**src/verilog/tl_pkg.sv**
```systemverilog
package tl_pkg;

    // one beat is a full 64-bit word, so every request is a single beat.
    localparam int data_w = 64;
    localparam int strb_w = data_w / 8;
    localparam int size_w = 3;

    typedef enum logic [2:0] {
        put_full_data    = 3'd0,
        put_partial_data = 3'd1,
        arithmetic_data  = 3'd2,
        logical_data     = 3'd3,
        get              = 3'd4
    } tl_a_opcode_e;

    typedef enum logic [2:0] {
        access_ack      = 3'd0,
        access_ack_data = 3'd1
    } tl_d_opcode_e;

    // a_param of an ArithmeticData request.
    typedef enum logic [2:0] {
        arith_min  = 3'd0,
        arith_max  = 3'd1,
        arith_minu = 3'd2,
        arith_maxu = 3'd3,
        arith_add  = 3'd4
    } tl_arith_e;

    // a_param of a LogicalData request.
    typedef enum logic [2:0] {
        logic_xor  = 3'd0,
        logic_or   = 3'd1,
        logic_and  = 3'd2,
        logic_swap = 3'd3
    } tl_logic_e;

    // widens a byte-lane mask to a bit mask over the whole beat.
    function automatic logic [data_w-1:0] byte_mask(input logic [strb_w-1:0] bytes);
        logic [data_w-1:0] mask;
        for (int i = 0; i < strb_w; i++) begin
            mask[i*8 +: 8] = {8{bytes[i]}};
        end
        return mask;
    endfunction

endpackage

```
**src/verilog/tl_req_decode.sv**
```systemverilog
`timescale 1ns/1ps

module tl_req_decode #(
    parameter int addr_w   = 12,
    parameter int source_w = 4
) (
    input  logic                        clk,
    input  logic                        rst_n,

    input  logic                        a_valid,
    output logic                        a_ready,
    input  logic [2:0]                  a_opcode,
    input  logic [2:0]                  a_param,
    input  logic [tl_pkg::size_w-1:0]   a_size,
    input  logic [source_w-1:0]         a_source,
    input  logic [addr_w-1:0]           a_address,
    input  logic [tl_pkg::strb_w-1:0]   a_mask,
    input  logic [tl_pkg::data_w-1:0]   a_data,

    output logic                        req_valid,
    input  logic                        req_take,
    output tl_pkg::tl_a_opcode_e        req_opcode,
    output logic [2:0]                  req_param,
    output logic [tl_pkg::size_w-1:0]   req_size,
    output logic [source_w-1:0]         req_source,
    output logic [addr_w-4:0]           req_word,
    output logic [2:0]                  req_offset,
    output logic [tl_pkg::strb_w-1:0]   req_bytes,
    output logic [tl_pkg::data_w-1:0]   req_data
);
    import tl_pkg::*;

    logic [strb_w-1:0] size_mask;
    logic [2:0]        a_offset;
    logic [strb_w-1:0] a_bytes;
    logic [data_w-1:0] a_lanes;
    logic              a_fire;

    // a_size is log2 of the byte count, so size 3 covers all eight lanes.
    assign size_mask = {{4{a_size[1] & a_size[0]}}, {2{a_size[1]}},
                        a_size[1] | a_size[0], 1'b1};
    assign a_offset  = a_address[2:0];
    assign a_bytes   = (a_mask & size_mask) << a_offset;
    assign a_lanes   = a_data << (8 * a_offset);

    // the slot can refill in the same cycle that the core drains it.
    assign a_ready = !req_valid || req_take;
    assign a_fire  = a_valid && a_ready;

    always_ff @(posedge clk or negedge rst_n) begin
        if (!rst_n) begin
            req_valid <= 1'b0;
        end else if (a_fire) begin
            req_valid <= 1'b1;
        end else if (req_take) begin
            req_valid <= 1'b0;
        end
    end

    always_ff @(posedge clk) begin
        if (a_fire) begin
            req_opcode <= tl_a_opcode_e'(a_opcode);
            req_param  <= a_param;
            req_size   <= a_size;
            req_source <= a_source;
            req_word   <= a_address[addr_w-1:3];
            req_offset <= a_offset;
            req_bytes  <= a_bytes;
            req_data   <= a_lanes;
        end
    end

    // a stalled master must keep its beat unchanged until it is accepted.
    a_hold_stable: assert property (@(posedge clk) disable iff (!rst_n)
        (a_valid && !a_ready) |=> (a_valid && $stable(a_opcode) && $stable(a_param)
            && $stable(a_size) && $stable(a_source) && $stable(a_address)
            && $stable(a_mask) && $stable(a_data)))
    else $error("channel A beat changed while stalled");

endmodule

```
**config.mk**
```make
export PLATFORM = sky130hd
export DESIGN_NAME = tl_req_decode
export DESIGN_NICKNAME = d
export VERILOG_FILES = /design/src/verilog/tl_pkg.sv /design/src/verilog/tl_req_decode.sv
export SDC_FILE = /design/constraint.sdc
export NUM_CORES = 1
export LEC_CHECK = 0
export BUFFER_PORTS_ARGS = -buffer_cell sky130_fd_sc_hd__buf_2
export CAP_MARGIN = 20
export CORE_MARGIN = 2
export CORE_UTILIZATION = 40
export DETAILED_ROUTE_END_ITERATION = 10
export PLACE_DENSITY = 0.66
export SYNTH_ARGS = -nofsm -noshare
export SYNTH_HDL_FRONTEND = slang
export SYNTH_SLANG_ARGS = --single-unit
```
**constraint.sdc**
```tcl
create_clock -name clk -period 5.2 [get_ports clk]
set_input_delay 0.26 -clock clk [delete_from_list [all_inputs] [get_ports clk]]
set_output_delay 0.26 -clock clk [all_outputs]
set_load 0.03 [all_outputs]
```
==> flow_metrics.py <==
metrics = {
    "run_status": {
        "run_status": "completed",
    },
    "placement": {
        "hpwl_um": 9292,
        "place_inst": 753,
        "numPortBuffers": 199,
        "place_area_um2": 6142,
        "place_ws_ns": 2.683,
        "gp_congestion": 0.8061,
    },
    "synth": {
        "synthSimpleGateAreaFrac": 0.08995,
        "synth_area_um2": 5119,
        "ys_warn_count": 0,
        "ys_seq_elements": 98,
        "syn_inst": 409,
        "syn_nets": 510,
        "synth-edff-count": 97,
        "synth_adder_area_share": 0,
        "ys_seq_area_frac": 0.5739,
        "synth_area_per_cell_um2": 12.52,
        "synth_top_family_by_area": "multiplexers",
        "synthArstFlopShare": 0.01020,
        "synth_compound_area_frac": 0.09924,
        "synth_flop_cell": "edfxtp_1",
        "synth.area.mux_share": 0.1929,
        "ys_types": 35,
        "synthXorXnorAreaFrac": 0,
    },
    "drt": {
        "drc_errors": 0,
        "vias_per_cell": 5.064,
        "dr.pass1.iters": 4,
        "first_iter_violations": 322,
        "drt_wl_total_um": 13280,
        "routedWlPerCell_um": 17.25,
        "drtAntennaViolNets": 0,
        "vias": 3899,
    },
    "layout": {
        "final_cell_mix": "buf_2 (197), edfxtp_1 (97), mux2i_1 (66)",
        "fill_cells": 1098,
        "diodes": 0,
        "design_area_um2": 6462,
        "final_common_cell": "buf_2",
        "layout-drive-gt1-share": 0.4197,
        "fin_util": 0.5142,
        "syn2layout_area_growth_pct": 26.25,
        "layout.cells.non_filler": 770,
        "fin_nets": 694,
    },
    "sta": {
        "finalHoldViolCount": 0,
        "setup_tns_ns": 0,
        "rsz0062_at_grt": "false",
        "period_share": 0.4208,
        "setup-violations-final": 0,
        "period_minus_slack_ns": 2.188,
        "relSlewSlack": 0.3533,
        "holdWs_ns": 0.09738,
        "report.final.slew_viol_count": 0,
        "setup_ws_ns": 3.012,
        "tightest_slew_ns": 0.9690,
        "fmax_ghz": 0.4570,
        "fin_skew_ns": 0.008081,
    },
    "grt": {
        "grt_overflow": 0,
        "grt_usage": 0.1900,
        "antenna_found_initial": 0,
        "grt_max_degree": 70,
        "grt_pass1_vias": 3633,
        "grt_pass1_wl_um": 19660,
    },
    "die": {
        "die_h_um": 117.1,
        "num_rows": 41,
        "die_w_um": 117.1,
        "start_util": 0.4073,
        "core_um2": 12570,
        "dieArea_um2": 13720,
        "boundaryPins": 200,
    },
    "cts": {
        "clk_latency_ns": 0.34,
        "cts_buffers": 9,
        "cts_tree": "done",
        "cts.clk_slew.worst_paths_ns": 0.07,
        "root_buffer": "clkbuf_16",
        "clock_sinks": 98,
        "htreeDepth": 3,
        "clockBufferDepth": 2,
    },
    "critical_path": {
        "cpPeakStageDelay_ns": 0.65,
        "path_cells": "buf_4 -> buf_4 -> mux2_4 -> a21oi_2 -> a21oi_1 -> a32o_1",
        "cp-end-kind": "flop",
        "required_ns": 5.29,
        "critPathLaunchType": "input pin",
        "cp_slowest_cell": "buf_4",
        "path_class": "in -> reg",
        "path_common_cell": "buf_4",
        "arrival_ns": 2.28,
        "critical_path.max_fanout": 63,
    },
    "power": {
        "power_density_nw_per_um2": 314.1,
        "ir_worst_vdd_v": 0.0001303,
        "power_leakage_nw": 2.789,
        "finalPower_mw": 2.030,
    },
    "run": {
        "drv_cap": 0,
    },
    "min_path": {
        "hold_path.class": "in -> reg",
    },
}
[sequential cells by signal (all words and copies together) (netlist names)]
register and count:
req_bytes 8, req_data 64, req_offset 3, req_opcode 3, req_param 3, req_size 3
req_source 4, req_valid 1, req_word 9
[per-layer routing]
layer,global-route usage,wire [um],vias up
met5,0,0,-
met4,0.04941,156,0
met3,0.04222,979,14
met2,0.3125,6250,168
met1,0.2563,5897,1823
li1,-,-,1894
[cell type report]
type                       instances  area [um^2]  share of cell area
timing repair buffer             203         1033              0.1599
sequential                        98         2938              0.4546
inverter                           2        7.507            0.001162
clock buffer                       9        225.2             0.03485
multi-input combinational        279         1958              0.3030
tap                              172        215.2             0.03330
clock inverter                     7        85.08             0.01317
[cells in the mapped netlist (2+ instances only)]
cell / count / share of area
edfxtp_1: 97 / 0.57
mux2i_1: 66 / 0.13
nand2_1: 38 / 0.028
nor2_1: 34 / 0.025
mux2_2: 24 / 0.053
o21ai_0: 22 / 0.022
and2_1: 19 / 0.023
o22ai_1: 19 / 0.023
a21oi_1: 17 / 0.017
o21ai_1: 11 / 0.011
buf_2: 9 / 0.0088
buf_4: 9 / 0.013
buf_6: 8 / 0.018
o2bb2ai_1: 7 / 0.012
clkbuf_1: 4 / 0.0029
a21oi_2: 2 / 0.0034
inv_1: 2 / 0.0015
mux2_4: 2 / 0.0059
nand2b_1: 2 / 0.0024
o21a_1: 2 / 0.0029
[what timing repair did]
item | CTS | global route
hold buffers | 1 | 0
hold endpoints to repair | 1 | 0
buffers inserted | 0 | 0
resized for setup | 0 | 0
[logic make-up (layout without fill, tap and decap cells)]
group	after synthesis	after routing
AOI/OAI and AO/OA	85	85
buffers and inverters	32	221
DFF	98	98
muxes	93	93
and+or+nand+nor	101	101
[worst max-delay path, delay by kind of cell]
| kind | cells | cell delay [ns] |
|---|---|---|
| compound gates | 3 | 0.47 |
| buf+inv | 2 | 1.12 |
| mux | 1 | 0.37 |
[power breakdown]
part / total, mW / switching, mW / internal, mW
Clock: 0.690 / 0.307 / 0.383
Combinational: 0.395 / 0.259 / 0.136
Sequential: 0.945 / 0.0130 / 0.932
[path summary, 6_finish.rpt]
check / from / to / slack, ns / depth (start not counted)
max: a_address[0] / req_bytes[7]$_DFFE_PP_ / 3.01 / 6
min: a_size[2] / req_size[2]$_DFFE_PP_ / 0.1 / 1
max reg2reg: req_valid$_DFFE_PN0P_ / req_data[51]$_DFFE_PP_ / 3.06 / 3
min reg2reg: req_valid$_DFFE_PN0P_ / req_valid$_DFFE_PN0P_ / 0.56 / 2
max in group asynchronous: rst_n / req_valid$_DFFE_PN0P_ / 4.88 / 2
min in group asynchronous: rst_n / req_valid$_DFFE_PN0P_ / 0.24 / 2
(Power assumes the default switching activity.)
