===== config.mk =====
export PLATFORM = sky130hd
export DESIGN_NAME = tl_resp_queue
export DESIGN_NICKNAME = d
export VERILOG_FILES = /design/src/verilog/tl_pkg.sv /design/src/verilog/tl_resp_queue.sv
export SDC_FILE = /design/constraint.sdc
export NUM_CORES = 1
export LEC_CHECK = 0
export BUFFER_PORTS_ARGS = -buffer_cell sky130_fd_sc_hd__clkbuf_2
export CORE_MARGIN = 2
export CORE_UTILIZATION = 50
export DETAILED_ROUTE_END_ITERATION = 10
export PLACE_DENSITY = 0.77
export SLEW_MARGIN = 20
export SYNTH_ARGS = -nofsm -noshare
export SYNTH_HDL_FRONTEND = slang
export SYNTH_SLANG_ARGS = --single-unit

===== constraint.sdc =====
create_clock -name clk -period 11.1 [get_ports clk]
set_clock_uncertainty 0.2 [all_clocks]
set_input_delay 1.11 -clock clk [delete_from_list [all_inputs] [get_ports clk]]
set_output_delay 1.11 -clock clk [all_outputs]
set_load 0.02 [all_outputs]

===== src/verilog/tl_pkg.sv =====
package tl_pkg;

    // one beat is a full 64-bit word, so every request is a single beat.
    localparam int data_w = 64;
    localparam int strb_w = data_w / 8;
    localparam int size_w = 3;

    typedef enum logic [2:0] {
        put_full_data    = 3'd0,
        put_partial_data = 3'd1,
        arithmetic_data  = 3'd2,
        logical_data     = 3'd3,
        get              = 3'd4
    } tl_a_opcode_e;

    typedef enum logic [2:0] {
        access_ack      = 3'd0,
        access_ack_data = 3'd1
    } tl_d_opcode_e;

    // a_param of an ArithmeticData request.
    typedef enum logic [2:0] {
        arith_min  = 3'd0,
        arith_max  = 3'd1,
        arith_minu = 3'd2,
        arith_maxu = 3'd3,
        arith_add  = 3'd4
    } tl_arith_e;

    // a_param of a LogicalData request.
    typedef enum logic [2:0] {
        logic_xor  = 3'd0,
        logic_or   = 3'd1,
        logic_and  = 3'd2,
        logic_swap = 3'd3
    } tl_logic_e;

    // widens a byte-lane mask to a bit mask over the whole beat.
    function automatic logic [data_w-1:0] byte_mask(input logic [strb_w-1:0] bytes);
        logic [data_w-1:0] mask;
        for (int i = 0; i < strb_w; i++) begin
            mask[i*8 +: 8] = {8{bytes[i]}};
        end
        return mask;
    endfunction

endpackage


===== src/verilog/tl_resp_queue.sv =====
`timescale 1ns/1ps

module tl_resp_queue #(
    parameter int source_w = 4
) (
    input  logic                        clk,
    input  logic                        rst_n,

    input  logic                        rsp_push,
    output logic                        rsp_full,
    input  tl_pkg::tl_d_opcode_e        rsp_opcode,
    input  logic [tl_pkg::size_w-1:0]   rsp_size,
    input  logic [source_w-1:0]         rsp_source,
    input  logic                        rsp_denied,
    input  logic [tl_pkg::data_w-1:0]   rsp_data,

    output logic                        d_valid,
    input  logic                        d_ready,
    output tl_pkg::tl_d_opcode_e        d_opcode,
    output logic [tl_pkg::size_w-1:0]   d_size,
    output logic [source_w-1:0]         d_source,
    output logic                        d_denied,
    output logic [tl_pkg::data_w-1:0]   d_data
);
    import tl_pkg::*;

    tl_d_opcode_e      q_opcode [2];
    logic [size_w-1:0] q_size   [2];
    logic [source_w-1:0] q_source [2];
    logic              q_denied [2];
    logic [data_w-1:0] q_data   [2];
    logic              wr_ptr;
    logic              rd_ptr;
    logic [1:0]        count;
    logic              pop;

    assign d_valid = (count != 2'd0);
    assign pop     = d_valid && d_ready;

    // a full queue still takes a push when its head leaves in the same cycle.
    assign rsp_full = (count == 2'd2) && !d_ready;

    always_ff @(posedge clk or negedge rst_n) begin
        if (!rst_n) begin
            wr_ptr <= 1'b0;
            rd_ptr <= 1'b0;
            count  <= 2'd0;
        end else begin
            if (rsp_push) wr_ptr <= !wr_ptr;
            if (pop) rd_ptr <= !rd_ptr;
            case ({rsp_push, pop})
                2'b10:   count <= count + 2'd1;
                2'b01:   count <= count - 2'd1;
                default: count <= count;
            endcase
        end
    end

    always_ff @(posedge clk) begin
        if (rsp_push) begin
            q_opcode[wr_ptr] <= rsp_opcode;
            q_size[wr_ptr]   <= rsp_size;
            q_source[wr_ptr] <= rsp_source;
            q_denied[wr_ptr] <= rsp_denied;
            q_data[wr_ptr]   <= rsp_data;
        end
    end

    assign d_opcode = q_opcode[rd_ptr];
    assign d_size   = q_size[rd_ptr];
    assign d_source = q_source[rd_ptr];
    assign d_denied = q_denied[rd_ptr];
    assign d_data   = q_data[rd_ptr];

    d_hold_stable: assert property (@(posedge clk) disable iff (!rst_n)
        (d_valid && !d_ready) |=> (d_valid && $stable(d_opcode) && $stable(d_size)
            && $stable(d_source) && $stable(d_denied) && $stable(d_data)))
    else $error("channel D beat changed while stalled");

endmodule

==> results.json, run 1 <==
{
  "cts_max_level": 4,
  "port_buffers": 155,
  "critPathArrivalTime_ps": 2440,
  "ys_warn_count": 0,
  "ys_types": 16,
  "holdWs_ps": 297,
  "cp_max_fo": 39,
  "setup_tns_ps": 0,
  "clock-sinks": 154,
  "synth.area.mux_share_pct": 17.3,
  "die_y_um": 111,
  "antenna_cells": 0,
  "die_area_um2": 12400,
  "ir_worst_vdd_uv": 138,
  "syn_nets": 330,
  "area_growth_pct": 25.7,
  "startpoint_type": "flip-flop",
  "layout_commonest_cell": "clkbuf_2",
  "synth-compound-area-share_pct": 0,
  "clk_pin_slew_ps": 60,
  "insertion_delay_ps": 400,
  "final_nets": 498,
  "synth_seq_area_share_pct": 79.9,
  "grt_pass1_vias": 3129,
  "gp_congestion": 0.699,
  "final-max-slew-violation-count": 0,
  "fin_crit_ps": 3750,
  "die_w_um": 111,
  "holdBufCountCts": 0,
  "antenna_found_initial": 0,
  "cts_tree": "yes",
  "slew_headroom_pct": 32.4,
  "ctsResizeCount": 0,
  "syn_inst": 250,
  "synth_area_per_cell_um2": 23.1,
  "grt_use_total_pct": 16.1,
  "netlist_area_um2": 5760,
  "drive_gt1_share_pct": 61.5,
  "cts_inserted_buffers": 17,
  "hold_path_class": "in -> async",
  "worst_pin_slew_ps": 1010,
  "postCtsSetupRepairBufs": 0,
  "yosys.area_share.simple_pct": 0.630,
  "drt_iter0_markers": 150,
  "finalWirelength_mm": 9.62,
  "io_pins": 156,
  "viasPerCell": 4.92,
  "ant_nets": 0,
  "synthXorXnorAreaFrac_pct": 0.760,
  "end_kind": "output pin",
  "ys_ff_latch": 154,
  "critPathKind": "reg -> out",
  "fin_crit_sh_pct": 33.8,
  "mostFrequentLayoutCells": "155 x clkbuf_2, 150 x edfxtp_1, 40 x mux2_4",
  "grt-ovfl-total": 0,
  "num_vias": 2824,
  "crit_required_ps": 9790,
  "hpwlAfterDp_mm": 6.11,
  "leakage_uw": 0.00288,
  "wl_per_cell_um": 16.8,
  "grt_max_degree": 76,
  "fmax_mhz": 266,
  "start_util_pct": 50.9,
  "core_um2": 11300,
  "firstDrtPassIters": 4,
  "hold_viol_final": 0,
  "synthAdderAreaFrac_pct": 0.217,
  "cts_buffer_depth": 2,
  "synth_top_family_by_area": "multiplexers",
  "rsz0062_at_grt": "no",
  "power_density_nw_per_um2": 273,
  "finalSetupViolations": 0,
  "drc": 0,
  "outcome": "finished, final reports clean",
  "postLayoutCoreUtil_pct": 64.0,
  "grt_pass1_wl_mm": 15.4,
  "row_count": 39,
  "drv_cap": 0,
  "cts-root-buf": "clkbuf_16"
}
[critical path, stage by stage, from the launching register on]
cell	delay, ps
dfrtp_4	800
buf_4	640
mux2_2	410
clkbuf_2	150
[metrics by stage]
step | std cells | cell area [um2] | power [uW] | setup WS [ps]
CTS | 574 | 7240 | 2000 | 7280
global placement | 542 | 6680 | 1440 | 7770
global route | 574 | 7240 | 2070 | 7190
finish | 574 | 7240 | 1980 | 7350
detailed placement | 542 | 6680 | 1460 | 7750
floorplan | 250 | 5760 | 1290 | 6080
[sequential cells by signal (all words and copies together) (netlist names)]
register,flops
q_source,8
q_data,128
q_opcode,6
count,2
wr_ptr,1
q_size,6
rd_ptr,1
q_denied,2
[power breakdown]
group | total, uW | switching (uW) | leakage [uW] | internal [uW]
Sequential | 837 | 60.6 | 0.00145 | 776
Combinational | 598 | 335 | 0.00117 | 263
Clock | 543 | 214 | 0.000263 | 329
[cells in the mapped netlist (all sizes together)]
cell type  instances  area share, %
or2                1           0.11
nor2               2           0.13
edfxtp           150             78
mux2              75             17
dfrtp              4            1.7
xnor2              2           0.30
nor3b              1           0.13
ha                 1           0.22
inv                1          0.065
xor2               3           0.46
buf                8            1.2
and2               2           0.26
[area by class of cell]
cell class,count,area [um2]
clock buffer,20,437
multi-input combinational,87,1100
clock inverter,12,126
inverter,1,3.75
timing repair buffer,157,791
tap,143,179
sequential,154,4610
fill,804,4080
[cell families after synthesis]
logic type | after synthesis
muxes | 75
and+or+nand+nor | 6
buffers and inverters | 9
xor gates and xnor gates | 5
adders and majority gates | 1
DFF | 154
[layer usage]
layer	share of wire, %	GRT usage (%)	up-vias
met4	0.44	4.94	0
met1	41	19.1	1381
li1	-	-	1333
met3	6.7	6.59	6
met5	0	0	-
met2	51	27.2	104
[worst paths after layout]
path                               start       endpoint  slack, ps  depth (start not counted)
min in group clk                count[1]       count[1]        300                          1
worst max register to register    wr_ptr  q_data[0][20]       9170                          2
worst min register to register  count[1]       count[1]        300                          1
worst min-delay path               rst_n       count[0]        300                          1
worst max-delay path              rd_ptr    d_opcode[1]       7350                          3
max in group asynchronous          rst_n         rd_ptr      10260                          1
Note: power is estimated with default switching activity, not from simulation.
==> run 2: changes to the inputs <==
--- a/config.mk
+++ b/config.mk
@@ -5,11 +5,12 @@
 export SDC_FILE = /design/constraint.sdc
 export NUM_CORES = 1
 export LEC_CHECK = 0
+export ABC_AREA = 1
 export BUFFER_PORTS_ARGS = -buffer_cell sky130_fd_sc_hd__clkbuf_2
 export CORE_MARGIN = 2
-export CORE_UTILIZATION = 50
+export CORE_UTILIZATION = 47
 export DETAILED_ROUTE_END_ITERATION = 10
-export PLACE_DENSITY = 0.77
+export PLACE_DENSITY = 0.76
 export SLEW_MARGIN = 20
 export SYNTH_ARGS = -nofsm -noshare
 export SYNTH_HDL_FRONTEND = slang
==> constraint.sdc (replaced) <==
create_clock -name clk -period 3.4 [get_ports clk]
set_clock_uncertainty 0.2 [all_clocks]
set_input_delay 0.34 -clock clk [delete_from_list [all_inputs] [get_ports clk]]
set_output_delay 0.34 -clock clk [all_outputs]
set_load 0.02 [all_outputs]
==> results.json, run 2 <==
{
  "core_um2": 11900,
  "slew_headroom_pct": 45.4,
  "area_growth_pct": 40.7,
  "top_regs": "q_data: 128 flops, q_source: 8 flops",
  "hold_viol_final": 0,
  "startpoint_type": "flip-flop",
  "cts-root-buf": "clkbuf_16",
  "leakage_uw": 0.00351,
  "critPathKind": "reg -> out",
  "r2r-start": "wr_ptr",
  "cts_tree": "yes",
  "drt_iter0_markers": 238,
  "grt_busiest_layer": "met2",
  "synthFlopType": "edfxtp_1",
  "ys_types": 15,
  "synth_enable_flop_cells": 150,
  "num_vias": 3855,
  "place_area_um2": 6600,
  "crit_start": "rd_ptr",
  "holdWs_ps": 58.3,
  "fin_crit_ps": 2510,
  "p_switching_uw": 2410,
  "critPathArrivalTime_ps": 1970,
  "ys_ff_latch": 154,
  "finalWirelength_mm": 12.3,
  "post-route-cell-area_um2": 8010,
  "r2r_slack_ps": 1490,
  "cts_inserted_buffers": 17,
  "switching_share_pct": 35.0,
  "drv_cap": 0,
  "ff2ff_path_depth": 3,
  "intPower_uw": 4470,
  "async_flop_share_pct": 2.60,
  "power_frac_seq_pct": 38.1,
  "insertion_delay_ps": 420,
  "grt_max_degree": 77,
  "firstDrtPassIters": 4,
  "hold_path_class": "in -> async",
  "mostFrequentLayoutCells": "234 x nand2_1, 155 x clkbuf_2, 150 x edfxtp_1",
  "use_met3_pct": 5.35,
  "synth_seq_area_share_pct": 80.8,
  "ys_warn_count": 0,
  "comb_power_share_pct": 32.9,
  "setup_tns_ps": 0,
  "worst_pin_slew_ps": 819,
  "syn_inst": 421,
  "synth_top_cell_by_area": "edfxtp_1",
  "die_y_um": 114,
  "hpwlAfterDp_mm": 6.91,
  "ant_nets": 0,
  "ir_worst_vdd_uv": 489,
  "drive_gt1_share_pct": 28.6,
  "grt_use_total_pct": 19.8,
  "io_pins": 156,
  "final-max-slew-violation-count": 0,
  "netlist_area_um2": 5700,
  "grt-ovfl-total": 0,
  "finalSetupViolations": 0,
  "cts_buffer_depth": 2,
  "crit_path_end": "d_data[43]",
  "row_count": 40,
  "clkPwrFrac_pct": 29.0,
  "synth_area_per_cell_um2": 13.5,
  "use_met1_pct": 21.2,
  "end_kind": "output pin",
  "cts_max_level": 4,
  "fin_crit_sh_pct": 73.7,
  "grt_pass1_vias": 4091,
  "power_density_nw_per_um2": 859,
  "r2r-end": "q_data[1][58]",
  "fmax_mhz": 399,
  "layout_commonest_cell": "nand2_1",
  "cp_max_fo": 40,
  "final_nets": 741,
  "fillers": 869,
  "antenna_found_initial": 0,
  "wl_per_cell_um": 15.0,
  "netlist.area_leader.share_pct": 79.1,
  "synth_commonest_cells": "234 x nand2_1, 150 x edfxtp_1, 9 x buf_2",
  "clk_pin_slew_ps": 60,
  "viasPerCell": 4.70,
  "grt_pass1_wl_mm": 19.3,
  "port_buffers": 155,
  "synthTopCellsByArea": "edfxtp_1 79%, nand2_1 15%, dfrtp_1 1.8%",
  "grt_use_met2_pct": 35.8,
  "drc": 0,
  "postLayoutCoreUtil_pct": 67.3,
  "syn_nets": 501,
  "antenna_cells": 0,
  "largest_register": "q_data",
  "die_area_um2": 13000,
  "outcome": "finished, final reports clean",
  "largest_register_ff_count": 128,
  "rsz0062_at_grt": "no",
  "clock-sinks": 154,
  "gp_congestion": 0.819,
  "synth_most_common_cell": "nand2_1",
  "die_w_um": 114,
  "start_util_pct": 47.8,
  "crit_required_ps": 2860
}
==> run 2: cell count changes after synthesis, moves of 2 or more <==
| cell | change |
|---|---|
| mux2_4 | -40 |
| buf_2 | +6 |
| nand3_1 | +2 |
| buf_6 | +2 |
| mux2_2 | -35 |
| inv_1 | +6 |
| xor2_1 | -2 |
| nand2_1 | +234 |
==> run 2: critical path: stages (launching register included) <==
cell      delay (ps)
dfrtp_2          400
inv_2            490
buf_12           290
nand2_1           70
nand2_1           90
clkbuf_2         180
==> run 2: what timing repair did <==
action | 4_1_cts | 5_1_grt
resized for setup | 0 | 0
hold buffers | 78 | 0
endpoints found under the hold margin | 156 | 0
setup buffers | 0 | 0
==> run 2: power groups by stage <==
stage	clock [uW]	sequential [uW]	combinational, uW
floorplan	0	2650	1510
global placement	0	2640	2180
detailed placement	0	2660	2210
CTS	2030	2620	2290
global route	2080	2660	2500
finish	2000	2620	2270
==> run 2: kinds of logic (layout without fill, tap and decap cells) <==
| kind of cell | Yosys count | count (layout) | synth area share [%] |
|---|---|---|---|
| AND/OR/NAND/NOR | 239 | 239 | 15.9 |
| flip-flops | 154 | 154 | 80.8 |
| buffers and inverters | 25 | 278 | 2.77 |
| XOR/XNOR | 2 | 2 | 0.308 |
| adder cells (fa/ha/maj) | 1 | 1 | 0.220 |
==> run 2: cell type report <==
| class | instances | area (um2) | area share [%] |
|---|---|---|---|
| Multi-Input combinational cell | 242 | 941 | 11.7 |
| Clock inverter | 14 | 203 | 2.53 |
| Inverter | 8 | 31.3 | 0.390 |
| Sequential cell | 154 | 4610 | 57.5 |
| Tap cell | 147 | 184 | 2.30 |
| Timing Repair Buffer | 238 | 1620 | 20.2 |
| Clock buffer | 18 | 429 | 5.36 |
==> run 2: how the worst min path moves through the flow <==
stage	endpoint	slack [ps]
final	count[0]	60
after global routing	count[0]	70
after CTS	count[0]	40
after detailed placement	count[1]	-50
after global placement	count[1]	-50
after floorplan	count[0]	-160
==> run 2: per-stage QoR <==
| step | cells | worst slack [ps] | power (uW) |
|---|---|---|---|
| 3_3_place_gp | 711 | 1330 | 4820 |
| 3_5_place_dp | 711 | 1310 | 4870 |
| 4_1_cts | 821 | 845 | 6940 |
| 6_report | 821 | 894 | 6890 |
| 2_1_floorplan | 421 | 402 | 4160 |
| 5_1_grt | 821 | 719 | 7240 |
==> run 2: routing by layer <==
layer	routed length, um	vias up
met2	6540	138
met5	0	-
met1	4780	1791
li1	-	1897
met4	347	0
met3	641	29
